`config.mk`:
```
export PLATFORM = sky130hd
export DESIGN_NAME = ex_top
export DESIGN_NICKNAME = d
export VERILOG_FILES = /design/src/ex_pkg.sv /design/src/ex_top.sv /design/src/ex_result.sv /design/src/ex_execute.sv /design/src/ex_decode.sv /design/src/ex_alu.sv
export SDC_FILE = /design/constraint.sdc
export NUM_CORES = 1
export LEC_CHECK = 0
export BUFFER_PORTS_ARGS = -buffer_cell sky130_fd_sc_hd__buf_2
export CAP_MARGIN = 10
export CORE_MARGIN = 5
export CORE_UTILIZATION = 55
export CTS_CLUSTER_SIZE = 12
export DETAILED_ROUTE_END_ITERATION = 8
export PLACE_DENSITY = 0.77
export SETUP_SLACK_MARGIN = 0.02
export SYNTH_ARGS = -nofsm -noshare
export SYNTH_HDL_FRONTEND = slang
export SYNTH_SLANG_ARGS = --single-unit
```
`constraint.sdc`:
```
create_clock -name clk_i -period 6.9 [get_ports clk_i]
set_clock_uncertainty 0.05 [all_clocks]
set_input_delay 1.38 -clock clk_i [delete_from_list [all_inputs] [get_ports clk_i]]
set_output_delay 1.38 -clock clk_i [all_outputs]
set_load 0.02 [all_outputs]
```
`src/ex_pkg.sv`:
```
`default_nettype none

package ex_pkg;

    localparam int XLEN       = 32;
    localparam int REG_ADDR_W = 5;

    localparam logic [6:0] OPC_R     = 7'b0110011;
    localparam logic [6:0] OPC_I     = 7'b0010011;
    localparam logic [6:0] OPC_B     = 7'b1100011;
    localparam logic [6:0] OPC_JAL   = 7'b1101111;
    localparam logic [6:0] OPC_JALR  = 7'b1100111;
    localparam logic [6:0] OPC_LUI   = 7'b0110111;
    localparam logic [6:0] OPC_AUIPC = 7'b0010111;

    localparam logic [2:0] F3_ADD  = 3'b000;    // Also SUB when func7 bit 5 is set.
    localparam logic [2:0] F3_SLL  = 3'b001;
    localparam logic [2:0] F3_SLT  = 3'b010;
    localparam logic [2:0] F3_SLTU = 3'b011;
    localparam logic [2:0] F3_XOR  = 3'b100;
    localparam logic [2:0] F3_SR   = 3'b101;    // Logical right shift unless func7 bit 5 asks for SRA.
    localparam logic [2:0] F3_OR   = 3'b110;
    localparam logic [2:0] F3_AND  = 3'b111;

    localparam logic [2:0] F3_BEQ  = 3'b000;
    localparam logic [2:0] F3_BNE  = 3'b001;
    localparam logic [2:0] F3_BLT  = 3'b100;
    localparam logic [2:0] F3_BGE  = 3'b101;
    localparam logic [2:0] F3_BLTU = 3'b110;
    localparam logic [2:0] F3_BGEU = 3'b111;

    typedef enum logic [3:0] {
        ALU_ADD,
        ALU_SUB,
        ALU_SLL,
        ALU_SLT,
        ALU_SLTU,
        ALU_XOR,
        ALU_SRL,
        ALU_SRA,
        ALU_OR,
        ALU_AND,
        ALU_PASS                                // Passes operand a unchanged.
    } alu_op_e;

    typedef enum logic [1:0] {
        WB_ALU,
        WB_LINK,
        WB_OP1
    } wb_sel_e;

    typedef enum logic [3:0] {
        BR_NONE,
        BR_EQ,
        BR_NE,
        BR_LT,
        BR_GE,
        BR_LTU,
        BR_GEU,
        BR_ALWAYS,                              // JAL jumps relative to inst_addr.
        BR_ALWAYS_REG                           // JALR jumps relative to op1.
    } br_cond_e;

    typedef struct packed {
        logic [XLEN-1:0]       op1;
        logic [XLEN-1:0]       op2;
        logic [XLEN-1:0]       offset;
        logic [XLEN-1:0]       inst;
        logic [XLEN-1:0]       inst_addr;
        logic                  reg_wen;
        logic [REG_ADDR_W-1:0] reg_waddr;
    } issue_t;

    typedef struct packed {
        alu_op_e               alu_op;
        wb_sel_e               wb_sel;
        br_cond_e              br_cond;
        logic                  op2_sel;         // Set to feed the offset into ALU operand b.
        logic [XLEN-1:0]       op1;
        logic [XLEN-1:0]       op2;
        logic [XLEN-1:0]       offset;
        logic [XLEN-1:0]       inst_addr;
        logic                  reg_wen;
        logic [REG_ADDR_W-1:0] reg_waddr;
    } ctrl_t;

    typedef struct packed {
        logic                  reg_wen;
        logic [REG_ADDR_W-1:0] reg_waddr;
        logic [XLEN-1:0]       reg_wdata;
        logic                  jump_flag;
        logic [XLEN-1:0]       jump_addr;
    } result_t;

endpackage

`default_nettype wire
```
`src/ex_top.sv`:
```
`timescale 1ns/1ps
`default_nettype none

module ex_top #(
    parameter int FIFO_DEPTH  = 4,
    parameter int OUT_CREDITS = 2
) (
    input  logic            clk_i,
    input  logic            rst_n_i,
    input  logic            issue_valid_i,
    input  ex_pkg::issue_t  issue_i,
    output logic            credit_o,
    output logic            res_valid_o,
    output ex_pkg::result_t res_o,
    input  logic            credit_i
);

    import ex_pkg::*;

    logic    ctrl_valid;
    ctrl_t   ctrl;
    logic    exe_valid;
    result_t exe_res;

    ex_decode u_decode (
        .clk_i         (clk_i),
        .rst_n_i       (rst_n_i),
        .issue_valid_i (issue_valid_i),
        .issue_i       (issue_i),
        .ctrl_valid_o  (ctrl_valid),
        .ctrl_o        (ctrl)
    );

    ex_execute u_execute (
        .clk_i        (clk_i),
        .rst_n_i      (rst_n_i),
        .ctrl_valid_i (ctrl_valid),
        .ctrl_i       (ctrl),
        .res_valid_o  (exe_valid),
        .res_o        (exe_res)
    );

    ex_result #(
        .FIFO_DEPTH  (FIFO_DEPTH),
        .OUT_CREDITS (OUT_CREDITS)
    ) u_result (
        .clk_i       (clk_i),
        .rst_n_i     (rst_n_i),
        .in_valid_i  (exe_valid),
        .in_i        (exe_res),
        .credit_i    (credit_i),
        .res_valid_o (res_valid_o),
        .res_o       (res_o),
        .credit_o    (credit_o)
    );

endmodule

`default_nettype wire

```
`src/ex_result.sv`:
```
`timescale 1ns/1ps
`default_nettype none

module ex_result #(
    parameter int FIFO_DEPTH  = 4,
    parameter int OUT_CREDITS = 2
) (
    input  logic            clk_i,
    input  logic            rst_n_i,
    input  logic            in_valid_i,
    input  ex_pkg::result_t in_i,
    input  logic            credit_i,
    output logic            res_valid_o,
    output ex_pkg::result_t res_o,
    output logic            credit_o
);

    import ex_pkg::*;

    localparam int PTR_W = (FIFO_DEPTH > 1) ? $clog2(FIFO_DEPTH) : 1;
    localparam int CNT_W = $clog2(FIFO_DEPTH + 1);
    localparam int CRD_W = $clog2(OUT_CREDITS + 1);

    result_t          mem [FIFO_DEPTH];
    logic [PTR_W-1:0] wr_ptr;
    logic [PTR_W-1:0] rd_ptr;
    logic [CNT_W-1:0] count;
    logic [CRD_W-1:0] credits;
    logic             empty;
    logic             send;
    logic             push;
    logic             pop;
    logic             sent_q;
    result_t          head;

    function automatic logic [PTR_W-1:0] ptr_inc(input logic [PTR_W-1:0] ptr);
        if (ptr == PTR_W'(FIFO_DEPTH - 1)) begin
            return '0;
        end
        return ptr + 1'b1;
    endfunction

    assign empty = (count == '0);
    assign send  = (credits != '0) && (!empty || in_valid_i);
    assign pop   = send && !empty;
    assign push  = in_valid_i && !(send && empty);  // An empty queue hands the input straight out.
    assign head  = empty ? in_i : mem[rd_ptr];

    always_ff @(posedge clk_i) begin
        if (push) begin
            mem[wr_ptr] <= in_i;
        end
    end

    always_ff @(posedge clk_i) begin
        if (!rst_n_i) begin
            wr_ptr <= '0;
            rd_ptr <= '0;
            count  <= '0;
        end else begin
            if (push) begin
                wr_ptr <= ptr_inc(wr_ptr);
            end
            if (pop) begin
                rd_ptr <= ptr_inc(rd_ptr);
            end
            case ({push, pop})
                2'b10:   count <= count + 1'b1;
                2'b01:   count <= count - 1'b1;
                default: count <= count;
            endcase
        end
    end

    // Each send spends one downstream credit.
    always_ff @(posedge clk_i) begin
        if (!rst_n_i) begin
            credits <= CRD_W'(OUT_CREDITS);
        end else begin
            case ({credit_i, send})
                2'b10:   credits <= credits + 1'b1;
                2'b01:   credits <= credits - 1'b1;
                default: credits <= credits;
            endcase
        end
    end

    always_ff @(posedge clk_i) begin
        if (!rst_n_i) begin
            sent_q <= 1'b0;
        end else begin
            sent_q <= send;
        end
    end

    always_ff @(posedge clk_i) begin
        res_o <= head;
    end

    assign res_valid_o = sent_q;
    assign credit_o    = sent_q;                // Each departure frees one upstream slot.

endmodule

`default_nettype wire

```
`src/ex_execute.sv`:
```
`timescale 1ns/1ps
`default_nettype none

module ex_execute (
    input  logic            clk_i,
    input  logic            rst_n_i,
    input  logic            ctrl_valid_i,
    input  ex_pkg::ctrl_t   ctrl_i,
    output logic            res_valid_o,
    output ex_pkg::result_t res_o
);

    import ex_pkg::*;

    logic [XLEN-1:0] alu_b;
    logic [XLEN-1:0] alu_res;
    logic            alu_zero;
    logic [XLEN-1:0] pc_target;
    logic [XLEN-1:0] link_addr;
    logic            is_branch;
    logic            taken;
    result_t         res_d;

    assign alu_b = ctrl_i.op2_sel ? ctrl_i.offset : ctrl_i.op2;

    ex_alu u_alu (
        .a_i    (ctrl_i.op1),
        .b_i    (alu_b),
        .op_i   (ctrl_i.alu_op),
        .res_o  (alu_res),
        .zero_o (alu_zero)
    );

    assign pc_target = ctrl_i.inst_addr + ctrl_i.offset;
    assign link_addr = ctrl_i.inst_addr + 32'd4;
    assign is_branch = ctrl_i.br_cond inside {BR_EQ, BR_NE, BR_LT, BR_GE, BR_LTU, BR_GEU};

    always_comb begin
        case (ctrl_i.br_cond)
            BR_EQ:         taken = alu_zero;
            BR_NE:         taken = !alu_zero;
            BR_LT,
            BR_LTU:        taken = alu_res[0];  // SLT or SLTU result.
            BR_GE,
            BR_GEU:        taken = !alu_res[0];
            BR_ALWAYS,
            BR_ALWAYS_REG: taken = 1'b1;
            default:       taken = 1'b0;
        endcase
    end

    always_comb begin
        res_d.reg_wen   = ctrl_i.reg_wen && !is_branch;
        res_d.reg_waddr = ctrl_i.reg_waddr;
        res_d.jump_flag = taken;
        if (!taken) begin
            res_d.jump_addr = '0;
        end else if (ctrl_i.br_cond == BR_ALWAYS_REG) begin
            res_d.jump_addr = {alu_res[XLEN-1:1], 1'b0};
        end else begin
            res_d.jump_addr = pc_target;
        end
        case (ctrl_i.wb_sel)
            WB_LINK: res_d.reg_wdata = link_addr;
            WB_OP1:  res_d.reg_wdata = ctrl_i.op1;
            default: res_d.reg_wdata = alu_res;
        endcase
    end

    always_ff @(posedge clk_i) begin
        if (!rst_n_i) begin
            res_valid_o <= 1'b0;
        end else begin
            res_valid_o <= ctrl_valid_i;
        end
    end

    always_ff @(posedge clk_i) begin
        res_o <= res_d;
    end

endmodule

`default_nettype wire

```
`src/ex_decode.sv`:
```
`timescale 1ns/1ps
`default_nettype none

module ex_decode (
    input  logic           clk_i,
    input  logic           rst_n_i,
    input  logic           issue_valid_i,
    input  ex_pkg::issue_t issue_i,
    output logic           ctrl_valid_o,
    output ex_pkg::ctrl_t  ctrl_o
);

    import ex_pkg::*;

    logic [6:0] opcode;
    logic [2:0] func3;
    logic [6:0] func7;
    alu_op_e    int_op;
    ctrl_t      ctrl_d;

    assign opcode = issue_i.inst[6:0];
    assign func3  = issue_i.inst[14:12];
    assign func7  = issue_i.inst[31:25];

    // Shared by register and immediate forms; SUB exists only in the register form.
    always_comb begin
        case (func3)
            F3_ADD:  int_op = (func7[5] && opcode == OPC_R) ? ALU_SUB : ALU_ADD;
            F3_SLL:  int_op = ALU_SLL;
            F3_SLT:  int_op = ALU_SLT;
            F3_SLTU: int_op = ALU_SLTU;
            F3_XOR:  int_op = ALU_XOR;
            F3_SR:   int_op = func7[5] ? ALU_SRA : ALU_SRL;
            F3_OR:   int_op = ALU_OR;
            default: int_op = ALU_AND;
        endcase
    end

    always_comb begin
        ctrl_d.alu_op    = ALU_PASS;
        ctrl_d.wb_sel    = WB_ALU;
        ctrl_d.br_cond   = BR_NONE;
        ctrl_d.op2_sel   = 1'b0;
        ctrl_d.op1       = issue_i.op1;
        ctrl_d.op2       = issue_i.op2;
        ctrl_d.offset    = issue_i.offset;
        ctrl_d.inst_addr = issue_i.inst_addr;
        ctrl_d.reg_wen   = issue_i.reg_wen;
        ctrl_d.reg_waddr = issue_i.reg_waddr;

        case (opcode)
            OPC_R: begin
                ctrl_d.alu_op = int_op;
            end
            OPC_I: begin
                ctrl_d.alu_op  = int_op;
                ctrl_d.op2_sel = 1'b1;              // Immediate arrives in the offset field.
            end
            OPC_B: begin
                case (func3)
                    F3_BEQ:  ctrl_d.br_cond = BR_EQ;
                    F3_BNE:  ctrl_d.br_cond = BR_NE;
                    F3_BLT:  ctrl_d.br_cond = BR_LT;
                    F3_BGE:  ctrl_d.br_cond = BR_GE;
                    F3_BLTU: ctrl_d.br_cond = BR_LTU;
                    F3_BGEU: ctrl_d.br_cond = BR_GEU;
                    default: ctrl_d.reg_wen = 1'b0;
                endcase
                if (func3[2]) begin
                    ctrl_d.alu_op = func3[1] ? ALU_SLTU : ALU_SLT;
                end else begin
                    ctrl_d.alu_op = ALU_SUB;        // Zero result means equal.
                end
            end
            OPC_JAL: begin
                ctrl_d.wb_sel  = WB_LINK;
                ctrl_d.br_cond = BR_ALWAYS;
            end
            OPC_JALR: begin
                ctrl_d.alu_op  = ALU_ADD;
                ctrl_d.op2_sel = 1'b1;
                ctrl_d.wb_sel  = WB_LINK;
                ctrl_d.br_cond = BR_ALWAYS_REG;
            end
            OPC_LUI: begin
                ctrl_d.wb_sel = WB_OP1;
            end
            OPC_AUIPC: begin
                ctrl_d.alu_op  = ALU_ADD;
                ctrl_d.op2_sel = 1'b1;
                ctrl_d.op1     = issue_i.inst_addr; // The ALU adds the offset to the PC.
            end
            default: begin
                ctrl_d.reg_wen = 1'b0;
            end
        endcase
    end

    always_ff @(posedge clk_i) begin
        if (!rst_n_i) begin
            ctrl_valid_o <= 1'b0;
        end else begin
            ctrl_valid_o <= issue_valid_i;
        end
    end

    always_ff @(posedge clk_i) begin
        ctrl_o <= ctrl_d;
    end

endmodule

`default_nettype wire

```
`src/ex_alu.sv`:
```
`timescale 1ns/1ps
`default_nettype none

module ex_alu (
    input  logic [ex_pkg::XLEN-1:0] a_i,
    input  logic [ex_pkg::XLEN-1:0] b_i,
    input  ex_pkg::alu_op_e         op_i,
    output logic [ex_pkg::XLEN-1:0] res_o,
    output logic                    zero_o
);

    import ex_pkg::*;

    logic [4:0] shamt;
    logic       lt_signed;
    logic       lt_unsigned;

    assign shamt       = b_i[4:0];
    assign lt_signed   = $signed(a_i) < $signed(b_i);
    assign lt_unsigned = a_i < b_i;

    always_comb begin
        case (op_i)
            ALU_ADD:  res_o = a_i + b_i;
            ALU_SUB:  res_o = a_i - b_i;
            ALU_SLL:  res_o = a_i << shamt;
            ALU_SLT:  res_o = {{(XLEN-1){1'b0}}, lt_signed};
            ALU_SLTU: res_o = {{(XLEN-1){1'b0}}, lt_unsigned};
            ALU_XOR:  res_o = a_i ^ b_i;
            ALU_SRL:  res_o = a_i >> shamt;
            ALU_SRA:  res_o = $unsigned($signed(a_i) >>> shamt);
            ALU_OR:   res_o = a_i | b_i;
            ALU_AND:  res_o = a_i & b_i;
            ALU_PASS: res_o = a_i;
            default:  res_o = '0;
        endcase
    end

    assign zero_o = (res_o == '0);          // Used by BEQ and BNE after a subtract.

endmodule

`default_nettype wire

```
## Yosys cells after proc, flatten, opt, wreduce, memory -nomap -nowiden

Memories as Yosys holds them, arrays and structs flattened. A register that Yosys moved wholly into a read port is not among the register bits.
Index checks and enable logic that the tools add are counted.

- Order comparisons: 2
- Eq/ne operators: 40
- Div/mod/pow operators: 0
- Add/subtract/negate cells: 10
- Muxes and demuxes: 35
- Shift-type cells: 3
- Bitwise logic cells: 4
- Reductions and logical operators: 30
- Multipliers: 0

Operator list:

| kind | number |
|---|---|
| $pmux 32 s11 | 1 |
| $mux 32 | 3 |
| $mux 71 | 1 |
| $add 32x32->32 | 2 |
| $lt 32x32->1 | 2 |
| $pmux 32 s2 | 1 |
| $add 32x3->32 const B | 1 |
| $and 32x32->32 | 1 |
| $eq 4x3->1 const B | 8 |
| $logic_not 32->1 | 1 |
| $or 32x32->32 | 1 |
| $shl 32x5->32 | 1 |
| $shr 32x5->32 | 1 |
| $sshr 32x5->32 | 1 |
| $sub 32x32->32 | 1 |
| $xor 32x32->32 | 1 |
| $pmux 4 s7 | 1 |
| $pmux 4 s3 | 2 |
| $eq 7x7->1 const B | 3 |
| $pmux 3 s6 | 1 |
| $eq 4x2->1 const B | 4 |
| $eq 4x4->1 const B | 4 |
| $eq 7x5->1 const B | 2 |
| $eq 7x6->1 const B | 2 |
| 29 further kinds | 78 |

- Memory bits (writable): 284
- Flip-flop bits (word level): 299
- Memories kept: 1
- Bits in read-only memories: 0
- Latch bits: 0
- Output and inout port bits: 73

Memories:

| memory | words | width | read ports | clocked after memory_dff | write ports | line | source |
|---|---|---|---|---|---|---|---|
| u_result.mem | 4 | 71 | 1 | 1 | 1 | ex_result.sv:24 | `result_t mem [FIFO_DEPTH];` |

## Depth between registers and ports, before layout

Gate-level depths: netlist (run 1).

- Depth after elaboration: 10
- Mapped depth: 25
- Depth with buffers taken out: 18

## Hierarchy

From an unflattened synthesis (run 1), not the netlist that was laid out.

- Cells, all modules: 3,107
- Area total of the unflattened synthesis: 31,986.9 um2

By module, submodules not included:

| module | seq. area each (um2) | area an instance (um2) | cells an instance | times used |
|---|---|---|---|---|
| ex_result | 10,189.8 | 13,228.9 | 739 | 1 |
| ex_alu | 0.0 | 9,922.0 | 1,488 | 1 |
| ex_execute | 1,441.4 | 5,185.0 | 647 | 1 |
| ex_decode | 2,922.8 | 3,651.0 | 233 | 1 |

## Least setup slack after synthesis (run 1)

Ideal clock, no wire load.

- Kind: flip-flop to flip-flop
- Start point: register u_decode.ctrl_o[134] (netlist bit)
- End point: register u_execute.res_o[1] (netlist bit)
- Path slack: 625 ps
- Arrival: 6,092 ps
- Cell stages (with the launch flop): 23
- Buffers on the path: 7
- Library setup time: 133 ps
- Required time: 6,717 ps
- Path through: dfxtp_1 > buf_6 > mux2i_4 > clkbuf_1 > clkbuf_1 > buf_2 > buf_1 > ha_1 > clkbuf_1 > nor2b_1 > o211ai_1 > a2111oi_1 > o31ai_1 > o211ai_1 > a221oi_1 > a2111o_1 > or4_1 > nor4_2 > nand4_1 > o41a_1 > a211oi_2 > buf_4 > a211oi_1

- Cells in the longest elaborated chain, start to end: 6
- Elaborated cells between the ends (all ways): 17
- Those cells by class: add/sub: 2; order compare: 2; shift: 3; mux: 4; bitwise: 3; reduce/logical: 3

Ends and longest elaborated chain:

| item | line | source |
|---|---|---|
| start, declared | ex_decode.sv:10 | `output ex_pkg::ctrl_t ctrl_o` |
| start signal, assigned | ex_decode.sv:108 | `ctrl_o <= ctrl_d;` |
| $mux 32 (*) | ex_execute.sv:24 | `assign alu_b = ctrl_i.op2_sel ? ctrl_i.offset : ctrl_i.op2;` |
| $sub 32x32->32, or another cell as far along | ex_alu.sv:25 | `ALU_SUB: res_o = a_i - b_i;` |
| $pmux 32 s11 (*) | ex_alu.sv:23 | `case (op_i)` |
| $logic_not 32->1 | ex_alu.sv:39 | `assign zero_o = (res_o == '0);` |
| $logic_not 1->1 | ex_execute.sv:41 | `BR_NE: taken = !alu_zero;` |
| $pmux 1 s5 | ex_execute.sv:39 | `case (ctrl_i.br_cond)` |
| end signal, assigned | ex_execute.sv:79 | `res_o <= res_d;` |
| end, declared | ex_execute.sv:10 | `output ex_pkg::result_t res_o` |

Mark *: on every way between the ends. The rest lies on a longest branch, timed or not.
A chain may end at the register's enable or synchronous reset.

## Worst setup path in the final report (run 1)

- Start point: register u_decode.ctrl_o[134] (netlist bit)
- End point: register u_execute.res_o[8] (netlist bit)

Same word-level chain as after synthesis.

==> results.py, run 1 <==
metrics = {
    "run_status": {
        "outcome": "finished clean",
    },
    "final_layout": {
        "area_growth_pct": 14.11,
        "drive_above_1_share": 0.2216,
        "final_net_count": 3473,
        "layout_commonest_cell": "dfxtp_1",
        "layout_common_cells": "dfxtp_1, edfxtp_1, buf_2",
    },
    "timing": {
        "fin_ws_ns": 0.2478,
        "worst_pin_slew_ns": 1.148,
        "maxSlewViolCount": 0,
        "setup_viol": 0,
        "timing.final.crit_share": 0.9641,
        "grt_setup_unrepaired": "no",
        "period_needed_ns": 6.652,
        "final_hold_viol_count": 0,
        "whs_ns": 0.2790,
        "max_slew_margin": 0.2334,
        "finalSetupTns_ns": 0,
        "fmax_mhz": 150.3,
    },
    "clock_network": {
        "path_clk_slew_ns": 0.06,
        "root_buffer": "clkbuf_16",
        "post_cts_buffers": 0,
        "clk_path_buf_depth": 3,
        "htreeDepth": 2,
        "cts_sinks": 585,
        "holdBufCountCts": 0,
        "clk_latency_ns": 0.64,
        "cts_tree": "done",
        "cts-buffers-inserted": 58,
    },
    "die": {
        "core_sq_mm": 0.05650,
        "die_w_microns": 249.2,
        "rows": 87,
        "dieArea_sq_mm": 0.06210,
        "initial_utilization": 0.5570,
        "fp.dieH_microns": 249.2,
        "io_pins": 243,
    },
    "power_and_ir_drop": {
        "power_density_mw_per_mm2": 294.4,
        "power.leakage_uw": 0.01395,
        "ir_drop_uv": 433.7,
    },
    "run": {
        "maxCapViolCount": 0,
    },
    "yosys": {
        "yosysSeqAreaShare": 0.4625,
        "synth_enable_flop_cells": 284,
        "async_flop_share": 0,
        "ys_warn_count": 0,
        "synth.top_cells.by_area": "edfxtp_1, dfxtp_1, mux4_2",
        "synth_top_cell_area_share": 0.2710,
        "netlist_area_sq_mm": 0.03147,
        "synth_top_area_cell": "edfxtp_1",
        "syn_area_per_cell_sq_um": 10.83,
        "synth_cell_types": 87,
        "synth.ff_latch_count": 585,
        "syn_inst": 2906,
        "synth_flop_cell": "dfxtp_1",
        "syn_nets": 3225,
    },
    "grt": {
        "grt_pass1_vias": 26490,
        "track_usage": 0.3948,
        "grt_max_degree": 67,
        "grt_remaining_overflow": 0,
        "grt_pass1_wl_mm": 184.2,
        "antenna_found_initial": 5,
    },
    "critical_path": {
        "required_ns": 7.35,
        "start_kind": "flip-flop",
        "worstSetupPathType": "flip-flop to flip-flop",
        "critical_path.endpoint_type": "flip-flop",
        "crit_arrival_ns": 7.10,
        "reg2reg_setup_slack_ns": 0.25,
        "startpoint": "u_decode.ctrl_o[134]$_DFF_P_",
        "cp_max_fo": 21,
        "r2r_end": "u_execute.res_o[8]$_SDFF_PN0_",
        "r2r_cells": 21,
        "rr_startpoint": "u_decode.ctrl_o[134]$_DFF_P_",
        "endpoint": "u_execute.res_o[8]$_SDFF_PN0_",
    },
    "placement": {
        "portBuffers": 221,
        "place_congestion": 1.090,
        "dp_slack_ns": 0.3464,
        "dpl.hpwl_mm": 91.89,
    },
    "routing": {
        "drc": 0,
        "wl_mm": 128.0,
        "vias": 27320,
        "drt_iter0_drc": 3331,
        "vias_per_cell": 6.893,
        "ant_nets": 0,
        "wl_per_cell_microns": 32.30,
        "dr.pass1.iters": 6,
    },
    "hold_path": {
        "hold_class": "flip-flop to flip-flop",
    },
}
cell type report:
class,instances,area (sq um)
Clock buffer,100,1680
Multi-Input combinational cell,2010,15770
Inverter,122,457.9
Antenna cell,3,7.507
Clock inverter,10,181.4
Fill cell,4220,20590
Tap cell,756,945.9
Sequential cell,585,14560
Timing Repair Buffer,377,2302
power breakdown:
group | switching [uW] | total [uW] | internal (uW)
Clock | 1360 | 3130 | 1770
Combinational | 1870 | 3160 | 1290
Sequential | 281 | 4280 | 4000
metrics by stage:
| stage | total power, uW | cell area, sq um | utilization | instances |
|---|---|---|---|---|
| global route | 10910 | 35900 | 0.6355 | 3960 |
| floorplan | 6247 | 31470 | - | 2906 |
| detailed placement | 7332 | 34030 | 0.6024 | 3850 |
| global placement | 7267 | 34030 | 0.6024 | 3850 |
| finish | 10570 | 35910 | 0.6356 | 3963 |
| CTS | 10530 | 35890 | 0.6354 | 3960 |
synthesized netlist by cell type (17+ instances only):
| cell type | count |
|---|---|
| and3_1 | 21 |
| nand2b_1 | 25 |
| xnor2_1 | 61 |
| o22ai_1 | 39 |
| a21o_1 | 27 |
| o211ai_1 | 28 |
| nand4_1 | 21 |
| a31oi_1 | 29 |
| mux2_2 | 109 |
| nor4_1 | 19 |
| nor3_1 | 70 |
| buf_1 | 30 |
| edfxtp_1 | 284 |
| mux4_2 | 112 |
| inv_1 | 118 |
| and2_1 | 17 |
| xor2_1 | 24 |
| a21oi_1 | 188 |
| dfxtp_1 | 301 |
| a221oi_1 | 34 |
| ha_1 | 145 |
| clkbuf_1 | 138 |
| o21ai_0 | 130 |
| nand3_1 | 53 |
| nor2_1 | 200 |
| a22oi_1 | 41 |
| a211oi_1 | 33 |
| nor2b_1 | 34 |
| nand2_1 | 219 |
| mux2i_1 | 97 |
how the worst min path moves through the flow:
| stage | start | endpoint | slack, ns | cells past startpoint |
|---|---|---|---|---|
| floorplan | u_decode.ctrl_o[0]$_DFF_P_ | u_execute.res_o[65]$_DFF_P_ | 0.26 | 0 |
| global placement | u_decode.ctrl_o[1]$_DFF_P_ | u_execute.res_o[66]$_DFF_P_ | 0.26 | 0 |
| detailed placement | u_decode.ctrl_o[3]$_DFF_P_ | u_execute.res_o[68]$_DFF_P_ | 0.26 | 0 |
| CTS | u_decode.ctrl_o[3]$_DFF_P_ | u_execute.res_o[68]$_DFF_P_ | 0.28 | 0 |
| global route | u_decode.ctrl_o[0]$_DFF_P_ | u_execute.res_o[65]$_DFF_P_ | 0.29 | 0 |
| finish | u_decode.ctrl_o[3]$_DFF_P_ | u_execute.res_o[68]$_DFF_P_ | 0.28 | 0 |
sequential cells by signal, summed over array words and instances, names as in the netlist, named ones only:
name and cells:
u_result.wr_ptr 2, u_result.rd_ptr 2, u_result.credit_o 1, u_result.count 3, u_result.credits 2, u_result.mem 284, u_execute.res_o 71, u_execute.res_valid_o 1
u_decode.ctrl_valid_o 1, u_decode.ctrl_o 145, u_result.res_o 71
critical path: stages (launching register included):
cell	delay, ns
dfxtp_2	0.68
buf_4	0.27
mux2i_1	0.33
buf_4	0.25
ha_1	0.34
buf_4	0.21
a21o_1	0.17
a21o_1	0.17
a221oi_1	0.60
nand3_1	0.22
a31oi_1	0.20
o211ai_1	0.25
or4_1	0.63
or4_1	0.43
nor4_2	0.16
buf_4	0.16
nand4_1	0.11
buf_4	0.20
nor4_2	0.40
a211oi_4	0.16
buf_12	0.20
a211oi_1	0.31
layer usage:
layer	GRT usage	wire, microns
met3	0.09313	14170
met4	0.1743	7517
met1	0.5183	47540
met2	0.6298	58740
met5	0	34
what timing repair did:
action / in CTS / in global routing
setup endpoints to repair: 0 / 23
resized for setup: 0 / 2
endpoints found under the hold margin: 0 / 0
kinds of logic (layout without fill, tap and decap cells):
family	after synthesis	count (layout)	synth area share
AOI/OAI and AO/OA	723	723	0.1526
xor gates and xnor gates	85	85	0.02366
adders and majority gates	149	149	0.06020
buffers and inverters	311	609	0.03896
DFF	585	585	0.4625
muxes	322	322	0.1523
other	0	3	0
and+or+nand+nor	731	731	0.1098
(Power assumes the default switching activity.)
==> run 2: changes to the inputs <==
Settings changed: CTS_BUF_LIST from default to sky130_fd_sc_hd__clkbuf_8 sky130_fd_sc_hd__clkbuf_16.
==> results.py, run 2 (synthesis results as in run 1) <==
metrics = {
    "clock_network": {
        "post_cts_buffers": 0,
        "clk_latency_ns": 0.63,
        "cts_tree": "done",
        "holdBufCountCts": 0,
        "cts_sinks": 585,
        "htreeDepth": 2,
        "root_buffer": "clkbuf_16",
        "clk_path_buf_depth": 3,
        "cts-buffers-inserted": 58,
        "path_clk_slew_ns": 0.07,
        "cts_resized": 0,
    },
    "final_layout": {
        "drive_above_1_share": 0.2216,
        "final_net_count": 3473,
        "nFillCells": 4220,
        "area_growth_pct": 14.11,
        "largest_reg_flops": 284,
        "largest-register": "u_result.mem",
        "layout_common_cells": "dfxtp_1, edfxtp_1, buf_2",
        "final_util": 0.6356,
        "top_regs": "u_result.mem x284, u_decode.ctrl_o x145",
        "fin_cells": 3963,
        "layout_commonest_cell": "dfxtp_1",
    },
    "routing": {
        "wl_mm": 128.2,
        "vias": 27350,
        "drc": 0,
        "vias_per_cell": 6.902,
        "wl_per_cell_microns": 32.35,
        "drt_iter0_drc": 3399,
        "dr.pass1.iters": 8,
        "ant_nets": 0,
    },
    "critical_path": {
        "start_kind": "flip-flop",
        "max_stage_delay_ns": 0.67,
        "critical_path.endpoint_type": "flip-flop",
        "cp_max_fo": 21,
        "slowest_stage": "dfxtp_2",
        "crit_top_cell": "buf_4",
        "crit_arrival_ns": 7.04,
        "required_ns": 7.35,
        "path_cells": "buf_4 > mux2i_1 > ha_1 > inv_1 > a21o_1 > a221o_1 > o41ai_1 > o21ai_0 > xnor2_1 > a211o_1 > or4_1 > nor4_2 > buf_4 > nand4_1 > buf_4 > nor4_2 > a211oi_4 > buf_12 > a211oi_1",
        "worstSetupPathType": "flip-flop to flip-flop",
    },
    "timing": {
        "worst_pin_slew_ns": 1.168,
        "finalSetupTns_ns": 0,
        "setup_viol": 0,
        "maxSlewViolCount": 0,
        "fin_ws_ns": 0.3087,
        "max_slew_margin": 0.2202,
        "grt_setup_unrepaired": "no",
        "period_needed_ns": 6.591,
        "timing.final.crit_share": 0.9553,
        "final_hold_viol_count": 0,
        "whs_ns": 0.2799,
        "fmax_mhz": 151.7,
    },
    "power_and_ir_drop": {
        "ir_drop_uv": 431.4,
        "power_density_mw_per_mm2": 293.1,
        "power.leakage_uw": 0.01410,
    },
    "grt": {
        "use_met3": 0.09271,
        "grt_pass1_wl_mm": 184.2,
        "grt_max_degree": 67,
        "grt_remaining_overflow": 0,
        "antenna_found_initial": 5,
        "grt_pass1_vias": 26510,
        "grtUsageMet1": 0.5179,
        "use_met2": 0.6304,
        "top_usage_layer": "met2",
        "track_usage": 0.3948,
    },
    "die": {
        "core_sq_mm": 0.05650,
        "io_pins": 243,
        "initial_utilization": 0.5570,
        "die_w_microns": 249.2,
        "rows": 87,
        "dieArea_sq_mm": 0.06210,
        "fp.dieH_microns": 249.2,
    },
    "placement": {
        "dp_cells": 3850,
        "place_congestion": 1.090,
        "dpl.hpwl_mm": 91.89,
        "dp_slack_ns": 0.3464,
        "portBuffers": 221,
    },
    "run_status": {
        "outcome": "finished clean",
    },
    "run": {
        "maxCapViolCount": 0,
    },
    "hold_path": {
        "hold_class": "flip-flop to flip-flop",
    },
}
-- run 2: cell types whose count changed in the layout (fill, tap and decap cells not counted) --
cell      before  now
inv_1        118  154
clkbuf_1      36    0
-- run 2: cell type report --
class	instances	area [sq um]	share of cell area
clock inverters	46	316.6	0.008816
multi-input cells	2010	15770	0.4392
flip-flops and latches	585	14560	0.4055
well taps	756	945.9	0.02634
repair buffers	377	2302	0.06411
diodes	3	7.507	0.0002091
inverters	122	457.9	0.01275
clock buffers	64	1545	0.04303
-- run 2: metrics by stage --
stage / cell area (sq um) / total power (uW)
floorplan: 31470 / 6247
global placement: 34030 / 7267
detailed placement: 34030 / 7332
CTS: 35890 / 10480
global route: 35900 / 10860
finish: 35910 / 10520
-- run 2: path summary, 6_finish.rpt --
kind / from / to / slack (ns) / cells after the start
hold / removal: u_decode.ctrl_o[3]$_DFF_P_ / u_execute.res_o[68]$_DFF_P_ / 0.28 / 0
setup reg to reg: u_decode.ctrl_o[134]$_DFF_P_ / u_execute.res_o[8]$_SDFF_PN0_ / 0.31 / 19
hold reg to reg: u_decode.ctrl_o[3]$_DFF_P_ / u_execute.res_o[68]$_DFF_P_ / 0.28 / 0
setup / recovery: u_decode.ctrl_o[134]$_DFF_P_ / u_execute.res_o[8]$_SDFF_PN0_ / 0.31 / 19
-- run 2: critical path, delay by kind of cell (launching register included) --
family          cells  cell delay (ns)
buf+inv             5             0.97
compound gates      7             2.43
flops               1             0.67
simple gates        4             1.25
mux                 1             0.44
fa+ha+maj           1             0.38
xor+xnor            1             0.23
-- run 2: routing by layer --
metal	routed length (microns)	share of wire
met4	7294	0.057
met5	34	0.00027
met2	59010	0.46
met3	13720	0.11
met1	48150	0.38
-- run 2: where the power goes --
group	switching [uW]	internal, uW
clock network	1360	1720
logic	1870	1290
registers	283	4000
total	3520	7010
